File: config.mk
export PLATFORM = sky130hd
export DESIGN_NAME = axil_read_return
export DESIGN_NICKNAME = d
export VERILOG_FILES = /design/src/mem_pkg.sv /design/src/axil_read_return.sv
export VERILOG_INCLUDE_DIRS = /design/src
export SDC_FILE = /design/constraint.sdc
export NUM_CORES = 1
export LEC_CHECK = 0
export BUFFER_PORTS_ARGS = -buffer_cell sky130_fd_sc_hd__buf_4
export CELL_PAD_IN_SITES_DETAIL_PLACEMENT = 1
export CELL_PAD_IN_SITES_GLOBAL_PLACEMENT = 1
export CORE_MARGIN = 4
export CORE_UTILIZATION = 33
export CTS_CLUSTER_DIAMETER = 30
export DETAILED_ROUTE_END_ITERATION = 10
export PLACE_DENSITY_LB_ADDON = 0.1
export SYNTH_ARGS = -nofsm -noshare
export SYNTH_HDL_FRONTEND = slang
export SYNTH_SLANG_ARGS = --single-unit
File: constraint.sdc
create_clock -name clk -period 2.5 [get_ports clk]
set_input_delay 0.375 -clock clk [delete_from_list [all_inputs] [get_ports clk]]
set_output_delay 0.375 -clock clk [all_outputs]
set_load 0.01 [all_outputs]
File: src/mem_cfg.svh
/*
 * Memory subsystem configuration
 * Bank count, bank depth and AXI byte address width
 */
`ifndef MEM_CFG_SVH
`define MEM_CFG_SVH

// ------------------------------------------------
// Geometry
// ------------------------------------------------

// Byte lanes in one AXI word
`define MEM_BANKS 4

// Words per byte-lane bank
`define MEM_DEPTH 1024

// AXI byte address bits, 4 KB window
`define MEM_AXI_AW 12

`endif

File: src/mem_pkg.sv
/*
 * Memory subsystem package
 * Vector types, the per-cycle bank request and the arbiter
 * state encoding shared by the front end, banks and top level
 */
`include "mem_cfg.svh"

package mem_pkg;

    // ------------------------------------------------
    // Data and address vectors
    // ------------------------------------------------

    // One byte lane as stored in a bank
    typedef logic [7:0] byte_t;

    // Full AXI data word, one byte per bank
    typedef logic [`MEM_BANKS*8-1:0] word_t;

    // AXI byte address
    typedef logic [`MEM_AXI_AW-1:0] axi_addr_t;

    // Word index inside a bank, AXI address bits 11..2
    typedef logic [$clog2(`MEM_DEPTH)-1:0] bank_addr_t;

    // Byte strobe, also the per-bank write enables
    typedef logic [`MEM_BANKS-1:0] strb_t;

    // AXI response code
    typedef logic [1:0] axi_resp_t;

    // No error responses in this design
    localparam axi_resp_t AXI_RESP_OKAY = 2'b00;

    // ------------------------------------------------
    // Bank request, broadcast to all lanes each cycle
    // ------------------------------------------------
    typedef struct packed {
        strb_t      wen;
        logic       ren;
        bank_addr_t addr;
        word_t      wdata;
    } bank_req_t;

    // Arbiter FSM
    typedef enum logic [1:0] {
        ARB_IDLE,
        ARB_WRITE,
        ARB_READ,
        ARB_WAIT_B
    } arb_state_t;

endpackage

File: src/axil_read_return.sv
/*
 * AXI4-Lite read return
 * Captures the bank bytes one cycle after a read is issued,
 * packs them into a word and holds R until the master takes it
 */
`include "mem_cfg.svh"

module axil_read_return (
    input  logic                                clk,
    input  logic                                rst_n,
    // Byte outputs of the banks
    input  mem_pkg::byte_t [`MEM_BANKS-1:0]     bank_rdata,
    input  logic                                rd_issue,
    // Read data channel
    output logic                                r_valid,
    input  logic                                r_ready,
    output mem_pkg::word_t                      r_data,
    output mem_pkg::axi_resp_t                  r_resp,
    // Back to the arbiter
    output logic                                r_busy
);
    import mem_pkg::*;

    localparam int LANE_W = $bits(byte_t);

    // Macro output valid in this cycle
    logic  cap_pending;
    word_t rd_word;

    // ------------------------------------------------
    // Lane gather
    // ------------------------------------------------

    // Bank i lands in byte i
    always_comb begin
        rd_word = '0;
        for (int i = 0; i < `MEM_BANKS; i++) begin
            rd_word[i*LANE_W +: LANE_W] = bank_rdata[i];
        end
    end

    // ------------------------------------------------
    // R channel control
    // ------------------------------------------------
    always_ff @(posedge clk) begin
        if (!rst_n) begin
            cap_pending <= 1'b0;
            r_valid     <= 1'b0;
        end else begin
            // Match the one cycle macro latency
            cap_pending <= rd_issue;
            if (cap_pending) begin
                r_valid <= 1'b1;
            end else if (r_ready) begin
                r_valid <= 1'b0;
            end
        end
    end

    // Data register, held under back-pressure
    always_ff @(posedge clk) begin
        if (cap_pending) begin
            r_data <= rd_word;
        end
    end

    assign r_resp = AXI_RESP_OKAY;

    // Covers issue, capture and the wait for r_ready
    assign r_busy = rd_issue | cap_pending | r_valid;

endmodule

Word-level counts from Yosys, hierarchy flattened
Cells that the tools add are included.
{"block": "totals", "regBits": 34, "inputBits": 36, "out_inout_bits": 36, "wordCells": 8}
{"block": "classes", "muxes": 2, "bitwise": 2, "n_reduce_logical": 1}
{"cell": "$mux W1", "count": 2}
{"cell": "$or A1 B1 Y1", "count": 2}
{"cell": "$reduce_bool A2 Y1", "count": 1}

Logic depth before layout (Yosys ltp)
{"block": "depth", "depth_word": 2, "mapped_depth": 2, "depth_no_buf": 2}

Worst setup path before layout
Ideal clock, no wire load.
{"block": "synth_timing", "kind": "register to output", "startpoint": "register cap_pending", "endpoint": "output r_busy", "arrival_time_ns": 1.257, "t_required_ns": 2.125, "path_slack_ns": 0.868, "path_stages_with_launch": 2, "n_path_buf": 0, "path_cell_list": "dfxtp_1 -> or3_1"}
{"block": "synth_between", "elab_chain_len": 2}
{"element": "start, declared", "line_no": "axil_read_return.sv:27", "source": "logic cap_pending;"}
{"element": "start signal, assigned", "line_no": "axil_read_return.sv:51", "source": "cap_pending <= rd_issue;"}
{"element": "$or A1 B1 Y1 (2 in a row)", "line_no": "axil_read_return.sv:70", "source": "assign r_busy = rd_issue | cap_pending | r_valid;"}
{"element": "end, declared", "line_no": "axil_read_return.sv:20", "source": "output logic r_busy"}
Every way passes these cells.

Final worst setup path
{"block": "layout_timing", "startpoint": "register r_valid", "endpoint": "output r_busy"}
{"block": "layout_between", "elab_chain_len": 1}
{"element": "start, declared", "line_no": "axil_read_return.sv:15", "source": "output logic r_valid,"}
{"element": "start signal, assigned", "line_no": "axil_read_return.sv:48", "source": "r_valid <= 1'b0;"}
{"element": "start signal, assigned", "line_no": "axil_read_return.sv:53", "source": "r_valid <= 1'b1;"}
{"element": "start signal, assigned", "line_no": "axil_read_return.sv:55", "source": "r_valid <= 1'b0;"}
{"element": "$or A1 B1 Y1", "line_no": "axil_read_return.sv:70"}
Every way passes these cells.

==> impl_metrics.prom <==
# TYPE chip_impl_metric gauge
chip_impl_metric{name="drc_markers",unit=""} 0
chip_impl_metric{name="r2r.worst_path.cells",unit=""} 1
chip_impl_metric{name="critical_path_required",unit="ps"} 2120
chip_impl_info{name="largest_cells_by_area_after_synthesis",value="sky130_fd_sc_hd__edfxtp_1 (92%), sky130_fd_sc_hd__dfxtp_1 (3.8%), sky130_fd_sc_hd__buf_4 (1.4%)"} 1
chip_impl_metric{name="yosys-mux-area-fraction",unit="%"} 0
chip_impl_metric{name="syn-mean-instance-area",unit="um^2"} 25.5
chip_impl_info{name="synth.most_common_cell",value="sky130_fd_sc_hd__edfxtp_1"} 1
chip_impl_metric{name="synth_xor_xnor_area_share",unit="%"} 0
chip_impl_info{name="worstPathCellList",value="or3_1 > buf_4"} 1
chip_impl_metric{name="post_synth_num_cell_types",unit=""} 8
chip_impl_metric{name="timing.max_cap.violations",unit=""} 0
chip_impl_metric{name="ctsResizeCount",unit=""} 0
chip_impl_metric{name="clock_transition_at_the_registers_of_the_reported_paths",unit="ps"} 90
chip_impl_metric{name="die_w",unit="um"} 64.3
chip_impl_info{name="synth_top_family_by_area",value="simple AND/OR/NAND/NOR gates"} 1
chip_impl_metric{name="yosys.area_share.simple",unit="%"} 1.79
chip_impl_metric{name="drt_first_pass_iters",unit=""} 2
chip_impl_info{name="nature_of_the_critical_path_startpoint",value="register"} 1
chip_impl_metric{name="worstHoldPathCells",unit=""} 1
chip_impl_metric{name="clock_latency",unit="ps"} 320
chip_impl_metric{name="final_layout_size_suffix_gt1_share",unit="%"} 63.6
chip_impl_info{name="ff_to_ff_start",value="cap_pending"} 1
chip_impl_metric{name="leakage_power_total",unit="uW"} 0.000697
chip_impl_info{name="post_synth_most_frequent_cells",value="sky130_fd_sc_hd__edfxtp_1 (32), sky130_fd_sc_hd__buf_4 (2), sky130_fd_sc_hd__dfxtp_1 (2)"} 1
chip_impl_metric{name="post_synth_inst_count",unit=""} 41
chip_impl_metric{name="final.period_utilization",unit="%"} 62.2
chip_impl_metric{name="numClockSinks",unit=""} 34
chip_impl_metric{name="synth_area_in_compound_gates",unit="%"} 0.718
chip_impl_metric{name="hold-worst-slack",unit="ps"} 220
chip_impl_metric{name="total_via_count_after_detailed_routing",unit=""} 641
chip_impl_info{name="synth_top_area_cell",value="sky130_fd_sc_hd__edfxtp_1"} 1
chip_impl_metric{name="ys_ff_latch",unit=""} 34
chip_impl_metric{name="grt_antenna_before_repair",unit=""} 0
chip_impl_metric{name="vdd_ir_drop_max",unit="uV"} 388
chip_impl_metric{name="final_util",unit="%"} 54.5
chip_impl_info{name="hold-path-endpoint",value="r_data[5]"} 1
chip_impl_info{name="endpoint_kind",value="output port"} 1
chip_impl_metric{name="synth-async-reset-ratio",unit="%"} 0
chip_impl_metric{name="synthesis.area",unit="um^2"} 1050
chip_impl_metric{name="synth_adder_area_share",unit="%"} 0
chip_impl_metric{name="synthDominantCellAreaShare",unit="%"} 91.9
chip_impl_metric{name="grt_use_total",unit="%"} 11.5
chip_impl_metric{name="ys_warn_count",unit=""} 0
chip_impl_metric{name="port_bufs",unit=""} 69
chip_impl_metric{name="finClkSkew",unit="ps"} 4.12
chip_impl_metric{name="slew_violations",unit=""} 0
chip_impl_metric{name="setup_viol",unit=""} 0
chip_impl_metric{name="setup_total_negative_slack",unit="ps"} 0
chip_impl_metric{name="critPathArrivalTime",unit="ps"} 1180
chip_impl_info{name="run_status",value="completed"} 1
chip_impl_metric{name="overflow",unit=""} 0
chip_impl_metric{name="htreeDepth",unit=""} 2
chip_impl_metric{name="synth.yosys.seq_area_share",unit="%"} 95.7
chip_impl_info{name="tritoncts",value="yes"} 1
chip_impl_metric{name="core-area",unit="um^2"} 3050
chip_impl_metric{name="cts_max_path_buffers",unit=""} 2
chip_impl_metric{name="grt_first_pass_wirelength",unit="um"} 3460
chip_impl_info{name="crit_slowest_cell",value="sky130_fd_sc_hd__or3_1"} 1
chip_impl_metric{name="timing.reg2reg.setup_slack",unit="ps"} 1450
chip_impl_info{name="rsz0062_at_grt",value="false"} 1
chip_impl_metric{name="routed_via_density",unit=""} 3.96
chip_impl_info{name="synth-main-ff-cell",value="sky130_fd_sc_hd__edfxtp_1"} 1
chip_impl_metric{name="floorplan.io_pins",unit=""} 72
chip_impl_metric{name="clock.fmax",unit="MHz"} 643
chip_impl_metric{name="postCtsHoldBufs",unit=""} 0
chip_impl_metric{name="critical_path_peak_fanout",unit=""} 3
chip_impl_metric{name="fp-row-count",unit=""} 20
chip_impl_metric{name="numCtsBuffers",unit=""} 5
chip_impl_metric{name="drt_iter0_drc",unit=""} 11
chip_impl_metric{name="grt_max_degree",unit=""} 34
chip_impl_metric{name="critical_path.max_stage_delay",unit="ps"} 370
chip_impl_metric{name="totalWireLength",unit="um"} 2200
chip_impl_info{name="hold_class",value="in -> reg"} 1
chip_impl_metric{name="drt.antenna.violating_nets",unit=""} 0
chip_impl_metric{name="avgRoutedWirePerCell",unit="um"} 13.6
chip_impl_metric{name="p_r_area_growth_vs_syn",unit="%"} 59.1
chip_impl_info{name="criticalPathCategory",value="reg -> out"} 1
chip_impl_metric{name="power-per-cell-area",unit="nW/um^2"} 619
chip_impl_metric{name="finalWeightedCongestion",unit=""} 0.671
chip_impl_metric{name="post_cts_repair_timing_setup_buffer_count",unit=""} 0
chip_impl_info{name="holdCritStartpoint",value="bank_rdata[5]"} 1
chip_impl_metric{name="antenna_cells",unit=""} 0
chip_impl_metric{name="initial_utilization",unit="%"} 34.3
chip_impl_metric{name="fin_nets",unit=""} 153
chip_impl_info{name="clock_tree_root_buffer_cell",value="sky130_fd_sc_hd__clkbuf_4"} 1
chip_impl_metric{name="die_area",unit="um^2"} 4130
chip_impl_metric{name="hold_viol",unit=""} 0
chip_impl_metric{name="final_min_period",unit="ps"} 1560
chip_impl_metric{name="grt_pass1_vias",unit=""} 693
chip_impl_metric{name="synth_enable_flop_cells",unit=""} 32
chip_impl_info{name="timing.rr.end",value="r_data[28]"} 1
chip_impl_metric{name="floorplan.die.height",unit="um"} 64.3
-- area by class of cell --
type	count	area, um^2
fill	314	1390
sequential	34	1000
timing repair buffer	70	526
tap	44	55.1
clock buffer	8	48.8
multi-input combinational	6	33.8
-- cells in the final DEF, fill, tap and decap left out --
cell	count
sky130_fd_sc_hd__dfxtp_1	2
sky130_fd_sc_hd__buf_4	70
sky130_fd_sc_hd__clkbuf_1	3
sky130_fd_sc_hd__or3_1	1
sky130_fd_sc_hd__conb_1	2
sky130_fd_sc_hd__clkbuf_4	5
sky130_fd_sc_hd__and2_1	1
sky130_fd_sc_hd__o21a_1	1
sky130_fd_sc_hd__nor2b_1	1
sky130_fd_sc_hd__edfxtp_1	32
-- where the power goes --
part,total (uW),internal [uW],switching [uW]
Sequential,656,650,6.36
Clock,273,112,161
Combinational,102,62.6,39.0
-- worst max-delay path by stage --
stage               slack (ps)     end        start
global route               900  r_busy      r_valid
detailed placement        1180  r_busy     rd_issue
finish                     940  r_busy      r_valid
CTS                        920  r_busy      r_valid
global placement          1200  r_busy     rd_issue
floorplan                  870  r_busy  cap_pending
-- metrics by stage --
stage,instance area (um^2),worst slack [ps],total power [uW],cells
5_1_grt,1660,897,1090,162
2_1_floorplan,1050,868,696,42
3_5_place_dp,1620,1180,774,154
4_1_cts,1660,920,1050,162
3_3_place_gp,1620,1200,770,154
6_report,1660,945,1030,162
-- registers in the layout, summed over array words and instances (netlist names) --
| name | count |
|---|---|
| r_data | 32 |
| cap_pending | 1 |
| r_valid | 1 |
-- logic make-up (layout without fill, tap and decap cells) --
group                  Yosys count  in the layout
and+or+nand+nor                  3              3
buffers and inverters            2             78
AOI/OAI and AO/OA                1              1
DFF                             34             34
other                            1              2
-- layer usage --
layer  track usage, %  wire length [um]  up-vias
li1                 -                 -      304
met1             11.6               728      290
met2             18.4              1140       47
met3             8.61               332        0
met4             3.96                 0        0
met5                0                 0        -
-- worst max-delay path: cells and delay by family, from the launching register on --
| family | cells | cell delay, ps |
|---|---|---|
| AND/OR/NAND/NOR | 1 | 370 |
| flip-flops | 1 | 330 |
| buffers and inverters | 1 | 150 |
No activity file was read; power rests on OpenSTA's default activity.
