--- config.mk ---
export PLATFORM = sky130hd
export DESIGN_NAME = axil_req_arbiter
export DESIGN_NICKNAME = d
export VERILOG_FILES = /design/src/mem_pkg.sv /design/src/axil_req_arbiter.sv
export VERILOG_INCLUDE_DIRS = /design/src
export SDC_FILE = /design/constraint.sdc
export NUM_CORES = 1
export LEC_CHECK = 0
export ABC_AREA = 1
export BUFFER_PORTS_ARGS = -buffer_cell sky130_fd_sc_hd__buf_2
export CAP_MARGIN = 5
export CORE_ASPECT_RATIO = 1.1
export CORE_UTILIZATION = 30
export CTS_CLUSTER_DIAMETER = 80
export DETAILED_ROUTE_END_ITERATION = 6
export SLEW_MARGIN = 0
export SYNTH_ARGS = -nofsm -noshare
export SYNTH_HDL_FRONTEND = slang
export SYNTH_SLANG_ARGS = --single-unit
--- constraint.sdc ---
create_clock -name clk -period 1.7 [get_ports clk]
set_input_delay 0 -clock clk [delete_from_list [all_inputs] [get_ports clk]]
set_output_delay 0 -clock clk [all_outputs]
set_load 0.03 [all_outputs]
--- src/mem_cfg.svh ---
/*
 * Memory subsystem configuration
 * Bank count, bank depth and AXI byte address width
 */
`ifndef MEM_CFG_SVH
`define MEM_CFG_SVH

// ------------------------------------------------
// Geometry
// ------------------------------------------------

// Byte lanes in one AXI word
`define MEM_BANKS 4

// Words per byte-lane bank
`define MEM_DEPTH 1024

// AXI byte address bits, 4 KB window
`define MEM_AXI_AW 12

`endif

--- src/mem_pkg.sv ---
/*
 * Memory subsystem package
 * Vector types, the per-cycle bank request and the arbiter
 * state encoding shared by the front end, banks and top level
 */
`include "mem_cfg.svh"

package mem_pkg;

    // ------------------------------------------------
    // Data and address vectors
    // ------------------------------------------------

    // One byte lane as stored in a bank
    typedef logic [7:0] byte_t;

    // Full AXI data word, one byte per bank
    typedef logic [`MEM_BANKS*8-1:0] word_t;

    // AXI byte address
    typedef logic [`MEM_AXI_AW-1:0] axi_addr_t;

    // Word index inside a bank, AXI address bits 11..2
    typedef logic [$clog2(`MEM_DEPTH)-1:0] bank_addr_t;

    // Byte strobe, also the per-bank write enables
    typedef logic [`MEM_BANKS-1:0] strb_t;

    // AXI response code
    typedef logic [1:0] axi_resp_t;

    // No error responses in this design
    localparam axi_resp_t AXI_RESP_OKAY = 2'b00;

    // ------------------------------------------------
    // Bank request, broadcast to all lanes each cycle
    // ------------------------------------------------
    typedef struct packed {
        strb_t      wen;
        logic       ren;
        bank_addr_t addr;
        word_t      wdata;
    } bank_req_t;

    // Arbiter FSM
    typedef enum logic [1:0] {
        ARB_IDLE,
        ARB_WRITE,
        ARB_READ,
        ARB_WAIT_B
    } arb_state_t;

endpackage

--- src/axil_req_arbiter.sv ---
/*
 * AXI4-Lite request arbiter
 * Accepts AW/W pairs and AR requests with writes ahead of reads,
 * and registers one bank request per cycle. Owns the B channel
 */

module axil_req_arbiter (
    input  logic                clk,
    input  logic                rst_n,
    // Write address channel
    input  logic                aw_valid,
    output logic                aw_ready,
    input  mem_pkg::axi_addr_t  aw_addr,
    // Write data channel
    input  logic                w_valid,
    output logic                w_ready,
    input  mem_pkg::word_t      w_data,
    input  mem_pkg::strb_t      w_strb,
    // Write response channel
    output logic                b_valid,
    input  logic                b_ready,
    output mem_pkg::axi_resp_t  b_resp,
    // Read address channel
    input  logic                ar_valid,
    output logic                ar_ready,
    input  mem_pkg::axi_addr_t  ar_addr,
    // From the read return path
    input  logic                r_busy,
    // To the banks
    output mem_pkg::bank_req_t  bank_req,
    output logic                rd_issue
);
    import mem_pkg::*;

    arb_state_t state_q;
    arb_state_t state_d;

    // Handshake decode
    logic wr_pair;
    logic wr_fire;
    logic rd_fire;

    // Registered request fields
    strb_t      req_wen;
    logic       req_ren;
    bank_addr_t req_addr;
    word_t      req_wdata;

    // ------------------------------------------------
    // Channel handshakes
    // ------------------------------------------------

    // AW and W are only taken together
    assign wr_pair = aw_valid & w_valid;

    // Write needs idle FSM and no pending response
    assign wr_fire  = (state_q == ARB_IDLE) & wr_pair & ~b_valid;
    assign aw_ready = wr_fire;
    assign w_ready  = wr_fire;

    // Read yields to a full write pair
    assign ar_ready = (state_q == ARB_IDLE) & ~r_busy & ~wr_pair;
    assign rd_fire  = ar_valid & ar_ready;

    assign b_resp = AXI_RESP_OKAY;

    // ------------------------------------------------
    // FSM
    // ------------------------------------------------
    always_comb begin
        state_d = state_q;
        case (state_q)
            ARB_IDLE: begin
                if (wr_fire) begin
                    state_d = ARB_WRITE;
                end else if (rd_fire) begin
                    state_d = ARB_READ;
                end
            end
            // Bank write in flight
            ARB_WRITE:  state_d = ARB_WAIT_B;
            // Bank read in flight, data tracked by r_busy
            ARB_READ:   state_d = ARB_IDLE;
            ARB_WAIT_B: begin
                if (b_ready) begin
                    state_d = ARB_IDLE;
                end
            end
            default:    state_d = ARB_IDLE;
        endcase
    end

    // State, enables and B valid
    always_ff @(posedge clk) begin
        if (!rst_n) begin
            state_q <= ARB_IDLE;
            req_wen <= '0;
            req_ren <= 1'b0;
            b_valid <= 1'b0;
        end else begin
            state_q <= state_d;
            // Strobes map straight onto lane enables
            req_wen <= wr_fire ? w_strb : '0;
            req_ren <= rd_fire;
            // Response once the banks hold the data
            if (state_q == ARB_WRITE) begin
                b_valid <= 1'b1;
            end else if (b_ready) begin
                b_valid <= 1'b0;
            end
        end
    end

    // ------------------------------------------------
    // Request payload
    // ------------------------------------------------

    // Word index drops the two byte offset bits
    always_ff @(posedge clk) begin
        if (wr_fire) begin
            req_addr  <= bank_addr_t'(aw_addr >> 2);
            req_wdata <= w_data;
        end else if (rd_fire) begin
            req_addr  <= bank_addr_t'(ar_addr >> 2);
        end
    end

    assign bank_req = '{wen: req_wen, ren: req_ren, addr: req_addr, wdata: req_wdata};

    // Read strobe doubles as the issue marker
    assign rd_issue = req_ren;

endmodule

After elaboration in Yosys (flattened, before gate mapping)
Cells that the tools add are included.

Output and inout port bits: 54. Register bits: 50. Logic and storage cells: 33. Bits of input ports: 67.

Equality and inequality tests: 5. Reduce and logical (&&, ||, !) cells: 5. Bitwise logic cells: 9. Multiplexer cells: 8.

Operators with widths (number): 10-bit two-way mux (2); 2-bit one-hot mux with 4 select lines (1); 1-bit AND (6); 2-bit two-way mux (3); 2-bit == test (second input constant) (2); 2-bit AND reduction (2); 2-bit nonzero test (2); 3-bit != test (second input constant) (1); 1-bit NOT (3); 2-bit by 1-bit == test with 1-bit output (second input constant) (1); 2-bit logical NOT (1); 1-bit two-way mux (2); 2-bit != test (second input constant) (1).

Longest topological paths before layout
Depth after elaboration: 7. Depth in mapped cells: 7.

Worst setup path after synthesis
Ideal clock, no wire load.

Path kind: register -> register. Start point: register b_valid. End point: register req_addr[0] (enable). Data arrival time: 1.084 ns. Cell stages (with the launch flop): 5. Clock period less this slack: 1.424 ns. Path slack: 0.276 ns. Cell sequence: dfxtp_1 -> nor2_2 -> nand2_2 -> buf_2 -> nand2_1.

Cells in the longest elaborated chain, start to end: 3.

Ends and longest elaborated chain: start, declared (RTL line axil_req_arbiter.sv:20) `output logic b_valid,`; start signal, assigned (RTL line axil_req_arbiter.sv:99) `b_valid <= 1'b0;`; start signal, assigned (RTL line axil_req_arbiter.sv:107) `b_valid <= 1'b1;`; start signal, assigned (RTL line axil_req_arbiter.sv:109) `b_valid <= 1'b0;`; 1-bit NOT (RTL line axil_req_arbiter.sv:57) `assign wr_fire = (state_q == ARB_IDLE) & wr_pair & ~b_valid;`; 1-bit AND (RTL line axil_req_arbiter.sv:57); 2-bit nonzero test (no source line); end signal, assigned (RTL line axil_req_arbiter.sv:121) `req_addr <= bank_addr_t'(aw_addr >> 2);`; end signal, assigned (RTL line axil_req_arbiter.sv:124) `req_addr <= bank_addr_t'(ar_addr >> 2);`; end, declared (RTL line axil_req_arbiter.sv:46) `bank_addr_t req_addr;`.

No other way between the ends. A chain may end at the register's enable or synchronous reset.

Worst setup path in the final report
Start point: register state_q[0]. End point: output port w_ready.

Cells in the longest elaborated chain, start to end: 3.

Ends and longest elaborated chain: start, declared (RTL line axil_req_arbiter.sv:35) `arb_state_t state_q;`; start signal, assigned (RTL line axil_req_arbiter.sv:101) `state_q <= state_d;`; 2-bit logical NOT (RTL line axil_req_arbiter.sv:57); 1-bit AND (2 in a row) (RTL line axil_req_arbiter.sv:57); end, declared (RTL line axil_req_arbiter.sv:16) `output logic w_ready,`.

No other way between the ends.

==> flow_metrics.env <==
export IMPL_synth_yosys_warnings=0
export IMPL_drt_first_pass_iters=4
export IMPL_synth_area_top_cells="sky130_fd_sc_hd__edfxtp_1 72%, sky130_fd_sc_hd__dfxtp_1 9.2%, sky130_fd_sc_hd__nand2_1 8.6%"
export IMPL_buffer_cell_driving_the_clock_tree_root="sky130_fd_sc_hd__clkbuf_8"
export IMPL_synth_sequential_area_ratio_pct=81.32
export IMPL_hold_violations=0
export IMPL_globalplace_congestion=0.7067
export IMPL_layout_cells_non_filler=377
export IMPL_route_detailed_drc=0
export IMPL_tritoncts="done"
export IMPL_rr_startpoint="state_q[0]"
export IMPL_numPortBuffers=114
export IMPL_grt_first_pass_wirelength_microns=6727
export IMPL_critPathKind="reg -> out"
export IMPL_area_growth_pct=74.66
export IMPL_postSynthAreaPerCell_sq_um=13.98
export IMPL_power_dens_cells_nw_per_um2=908.7
export IMPL_numCtsBuffers=5
export IMPL_layout_setup_ws_ns=0.2309
export IMPL_timing_reg2reg_worst_path_depth=3
export IMPL_route_final_wire_length_microns=4831
export IMPL_grt_setup_unrepaired="no"
export IMPL_die_h_microns=82.06
export IMPL_maximum_number_of_pins_on_one_net_before_global_route_repair=28
export IMPL_final_setup_viol_count=0
export IMPL_clkSinkCount=50
export IMPL_dp_slack_ns=0.2632
export IMPL_syn_instance_count=125
export IMPL_grt_overflow=0
export IMPL_synth_ff_latch_count=50
export IMPL_post_layout_total_power_uw=2774
export IMPL_wl_per_cell_microns=12.81
export IMPL_fillers=461
export IMPL_netlist_area_sq_um=1748
export IMPL_num_nets_final=368
export IMPL_die_width_microns=74.78
export IMPL_crit_path_max_fanout=18
export IMPL_yosys_area_top_type="sky130_fd_sc_hd__edfxtp_1"
export IMPL_worstSetupStartpointType="register"
export IMPL_ctsResizeCount=0
export IMPL_tns_ns=0
export IMPL_via_count_of_the_first_global_routing_pass=1450
export IMPL_clkLatencyLatePin_ns=0.30
export IMPL_crit_path_max_incr_delay_ns=0.35
export IMPL_cellLeakagePower_uw=0.001439
export IMPL_slowest_stage="sky130_fd_sc_hd__dfxtp_1"
export IMPL_timing_hold_worst_class="in -> reg"
export IMPL_htree_levels=2
export IMPL_floorplan_initialDensity_pct=31.78
export IMPL_antenna_left=0
export IMPL_cts_max_path_buffers=2
export IMPL_max_clock_freq_mhz=680.7
export IMPL_yosys_area_top_type_share_pct=72.15
export IMPL_pin_count=121
export IMPL_clkTransAtPathRegs_ns=0.09
export IMPL_vias_per_cell=4.072
export IMPL_layout_min_cycle_time_ns=1.469
export IMPL_crit_path_cell_chain="nor2_4 > nand2_2 > inv_2 > buf_4 > buf_2"
export IMPL_num_rows=28
export IMPL_worst_setup_path_startpoint="state_q[0]"
export IMPL_worstPathRequired_ns=1.70
export IMPL_irDropWorstVdd_v=0.0004380
export IMPL_insertedDiodeCount=0
export IMPL_skew_ns=0.004404
export IMPL_detail_route_iter0_violations=50
export IMPL_outcome="finished clean"
export IMPL_r2r_end="req_addr[7]"
export IMPL_gr_usage_all_layers_pct=15.58
export IMPL_worst_ep_arrival_time_ns=1.47
export IMPL_capturing_element_of_the_worst_setup_path="w_ready"
export IMPL_drv_cap=0
export IMPL_share_of_post_route_cells_with_drive_strength_above_1_pct=42.72
export IMPL_worst_setup_path_end_kind="output pin"
export IMPL_fp_dieArea_sq_um=6136
export IMPL_detailroute_via_count=1535
export IMPL_synth_distinct_cells=16
export IMPL_dp_hpwl_microns=2949
export IMPL_slew_violations=0
export IMPL_tcrit_tclk_final_pct=86.42
export IMPL_placedCellCount=312
export IMPL_core_region_area_sq_um=5500
export IMPL_rrSetupSlack_ns=0.28
export IMPL_antenna_violations_before_repair=0
==> placed cells by master, fill, tap and decap left out <==
| master | Yosys | final |
|---|---|---|
| sky130_fd_sc_hd__nand2_1 | 40 | 40 |
| sky130_fd_sc_hd__clkinvlp_4 | 0 | 1 |
| sky130_fd_sc_hd__inv_1 | 11 | 11 |
| sky130_fd_sc_hd__clkinv_2 | 0 | 1 |
| sky130_fd_sc_hd__clkinv_4 | 0 | 1 |
| sky130_fd_sc_hd__clkbuf_8 | 0 | 5 |
| sky130_fd_sc_hd__nor2_2 | 1 | 1 |
| sky130_fd_sc_hd__buf_2 | 1 | 114 |
| sky130_fd_sc_hd__buf_4 | 4 | 3 |
| sky130_fd_sc_hd__inv_2 | 1 | 1 |
| sky130_fd_sc_hd__a21oi_1 | 2 | 2 |
| sky130_fd_sc_hd__nand3_1 | 3 | 3 |
| sky130_fd_sc_hd__edfxtp_1 | 42 | 42 |
| sky130_fd_sc_hd__dfxtp_1 | 8 | 8 |
| sky130_fd_sc_hd__nor2_1 | 7 | 7 |
| sky130_fd_sc_hd__nand4_1 | 1 | 1 |
| sky130_fd_sc_hd__nand2_2 | 1 | 1 |
| sky130_fd_sc_hd__conb_1 | 1 | 2 |
| sky130_fd_sc_hd__nor2_4 | 1 | 1 |
| sky130_fd_sc_hd__dlygate4sd3_1 | 0 | 57 |
==> worst min path at each step <==
stage                     slack [ns]        from  depth (start not counted)      endpoint
final                           0.02  ar_addr[2]                          3   req_addr[0]
after global routing            0.02  ar_addr[2]                          3   req_addr[0]
after CTS                       0.02  ar_addr[2]                          3   req_addr[0]
after detailed placement        0.18   w_data[7]                          1  req_wdata[7]
after global placement          0.18   w_data[3]                          1  req_wdata[3]
after floorplan                  0.1       rst_n                          2    state_q[0]
==> registers in the layout, summed over array words and instances (netlist names) <==
| signal | count |
|---|---|
| req_addr | 10 |
| req_wdata | 32 |
| state_q | 2 |
| rd_issue | 1 |
| req_wen | 4 |
| b_valid | 1 |
==> what timing repair did <==
item,4_1_cts,5_1_grt
endpoints found under the hold margin,48,0
endpoints found under the setup margin,0,0
hold buffers,57,0
setup buffers,0,0
==> cell families (layout without fill, tap and decap cells) <==
kind of cell	after synthesis	count (layout)	share of synthesized area (%)
other	1	2	0.2145
buffers and inverters	18	194	5.225
DFF	50	50	81.32
and+or+nand+nor	54	54	12.67
AOI/OAI and AO/OA	2	2	0.5727
==> cell type report <==
class                      count  area, sq um  share of cell area (%)
clock buffer                   5        68.82                   2.254
clock inverter                 3        21.27                  0.6967
inverter                      12        45.04                   1.475
multi-input combinational     58        239.0                   7.828
sequential                    50         1421                   46.56
tap                           75        93.84                   3.074
timing repair buffer         174         1164                   38.11
==> synth_stat cells, drive strengths merged <==
cell,n
edfxtp,42
nand3,3
conb,1
nor2,9
a21oi,2
dfxtp,8
buf,6
inv,12
nand4,1
nand2,41
==> critical path: cells and delay by family (launching register included) <==
family        cells  cell delay (ns)
buf+inv           3             0.54
simple gates      2             0.28
flops             1             0.35
==> layer usage <==
layer / vias up / global-route usage [%] / routed length [microns]
li1: 755 / - / -
met1: 686 / 15.93 / 1867
met2: 84 / 27.66 / 2373
met3: 10 / 5.521 / 469
met4: 0 / 8.113 / 121
met5: - / 0 / 0
==> report_power, final <==
| group | switching, uW | total (uW) | internal, uW |
|---|---|---|---|
| Combinational | 378 | 616 | 239 |
| Clock | 394 | 683 | 290 |
| Sequential | 29.2 | 1470 | 1450 |
| Total | 800 | 2770 | 1970 |
==> per-stage QoR <==
| stage | hold slack, ns | cell area, sq um | utilization (%) |
|---|---|---|---|
| floorplan | 0.09763 | 1752 | - |
| global placement | 0.1771 | 2392 | 43.49 |
| detailed placement | 0.1783 | 2392 | 43.49 |
| CTS | 0.02293 | 3053 | 55.51 |
| global route | 0.02257 | 3053 | 55.51 |
| finish | 0.02095 | 3053 | 55.51 |
(Power assumes the default switching activity.)
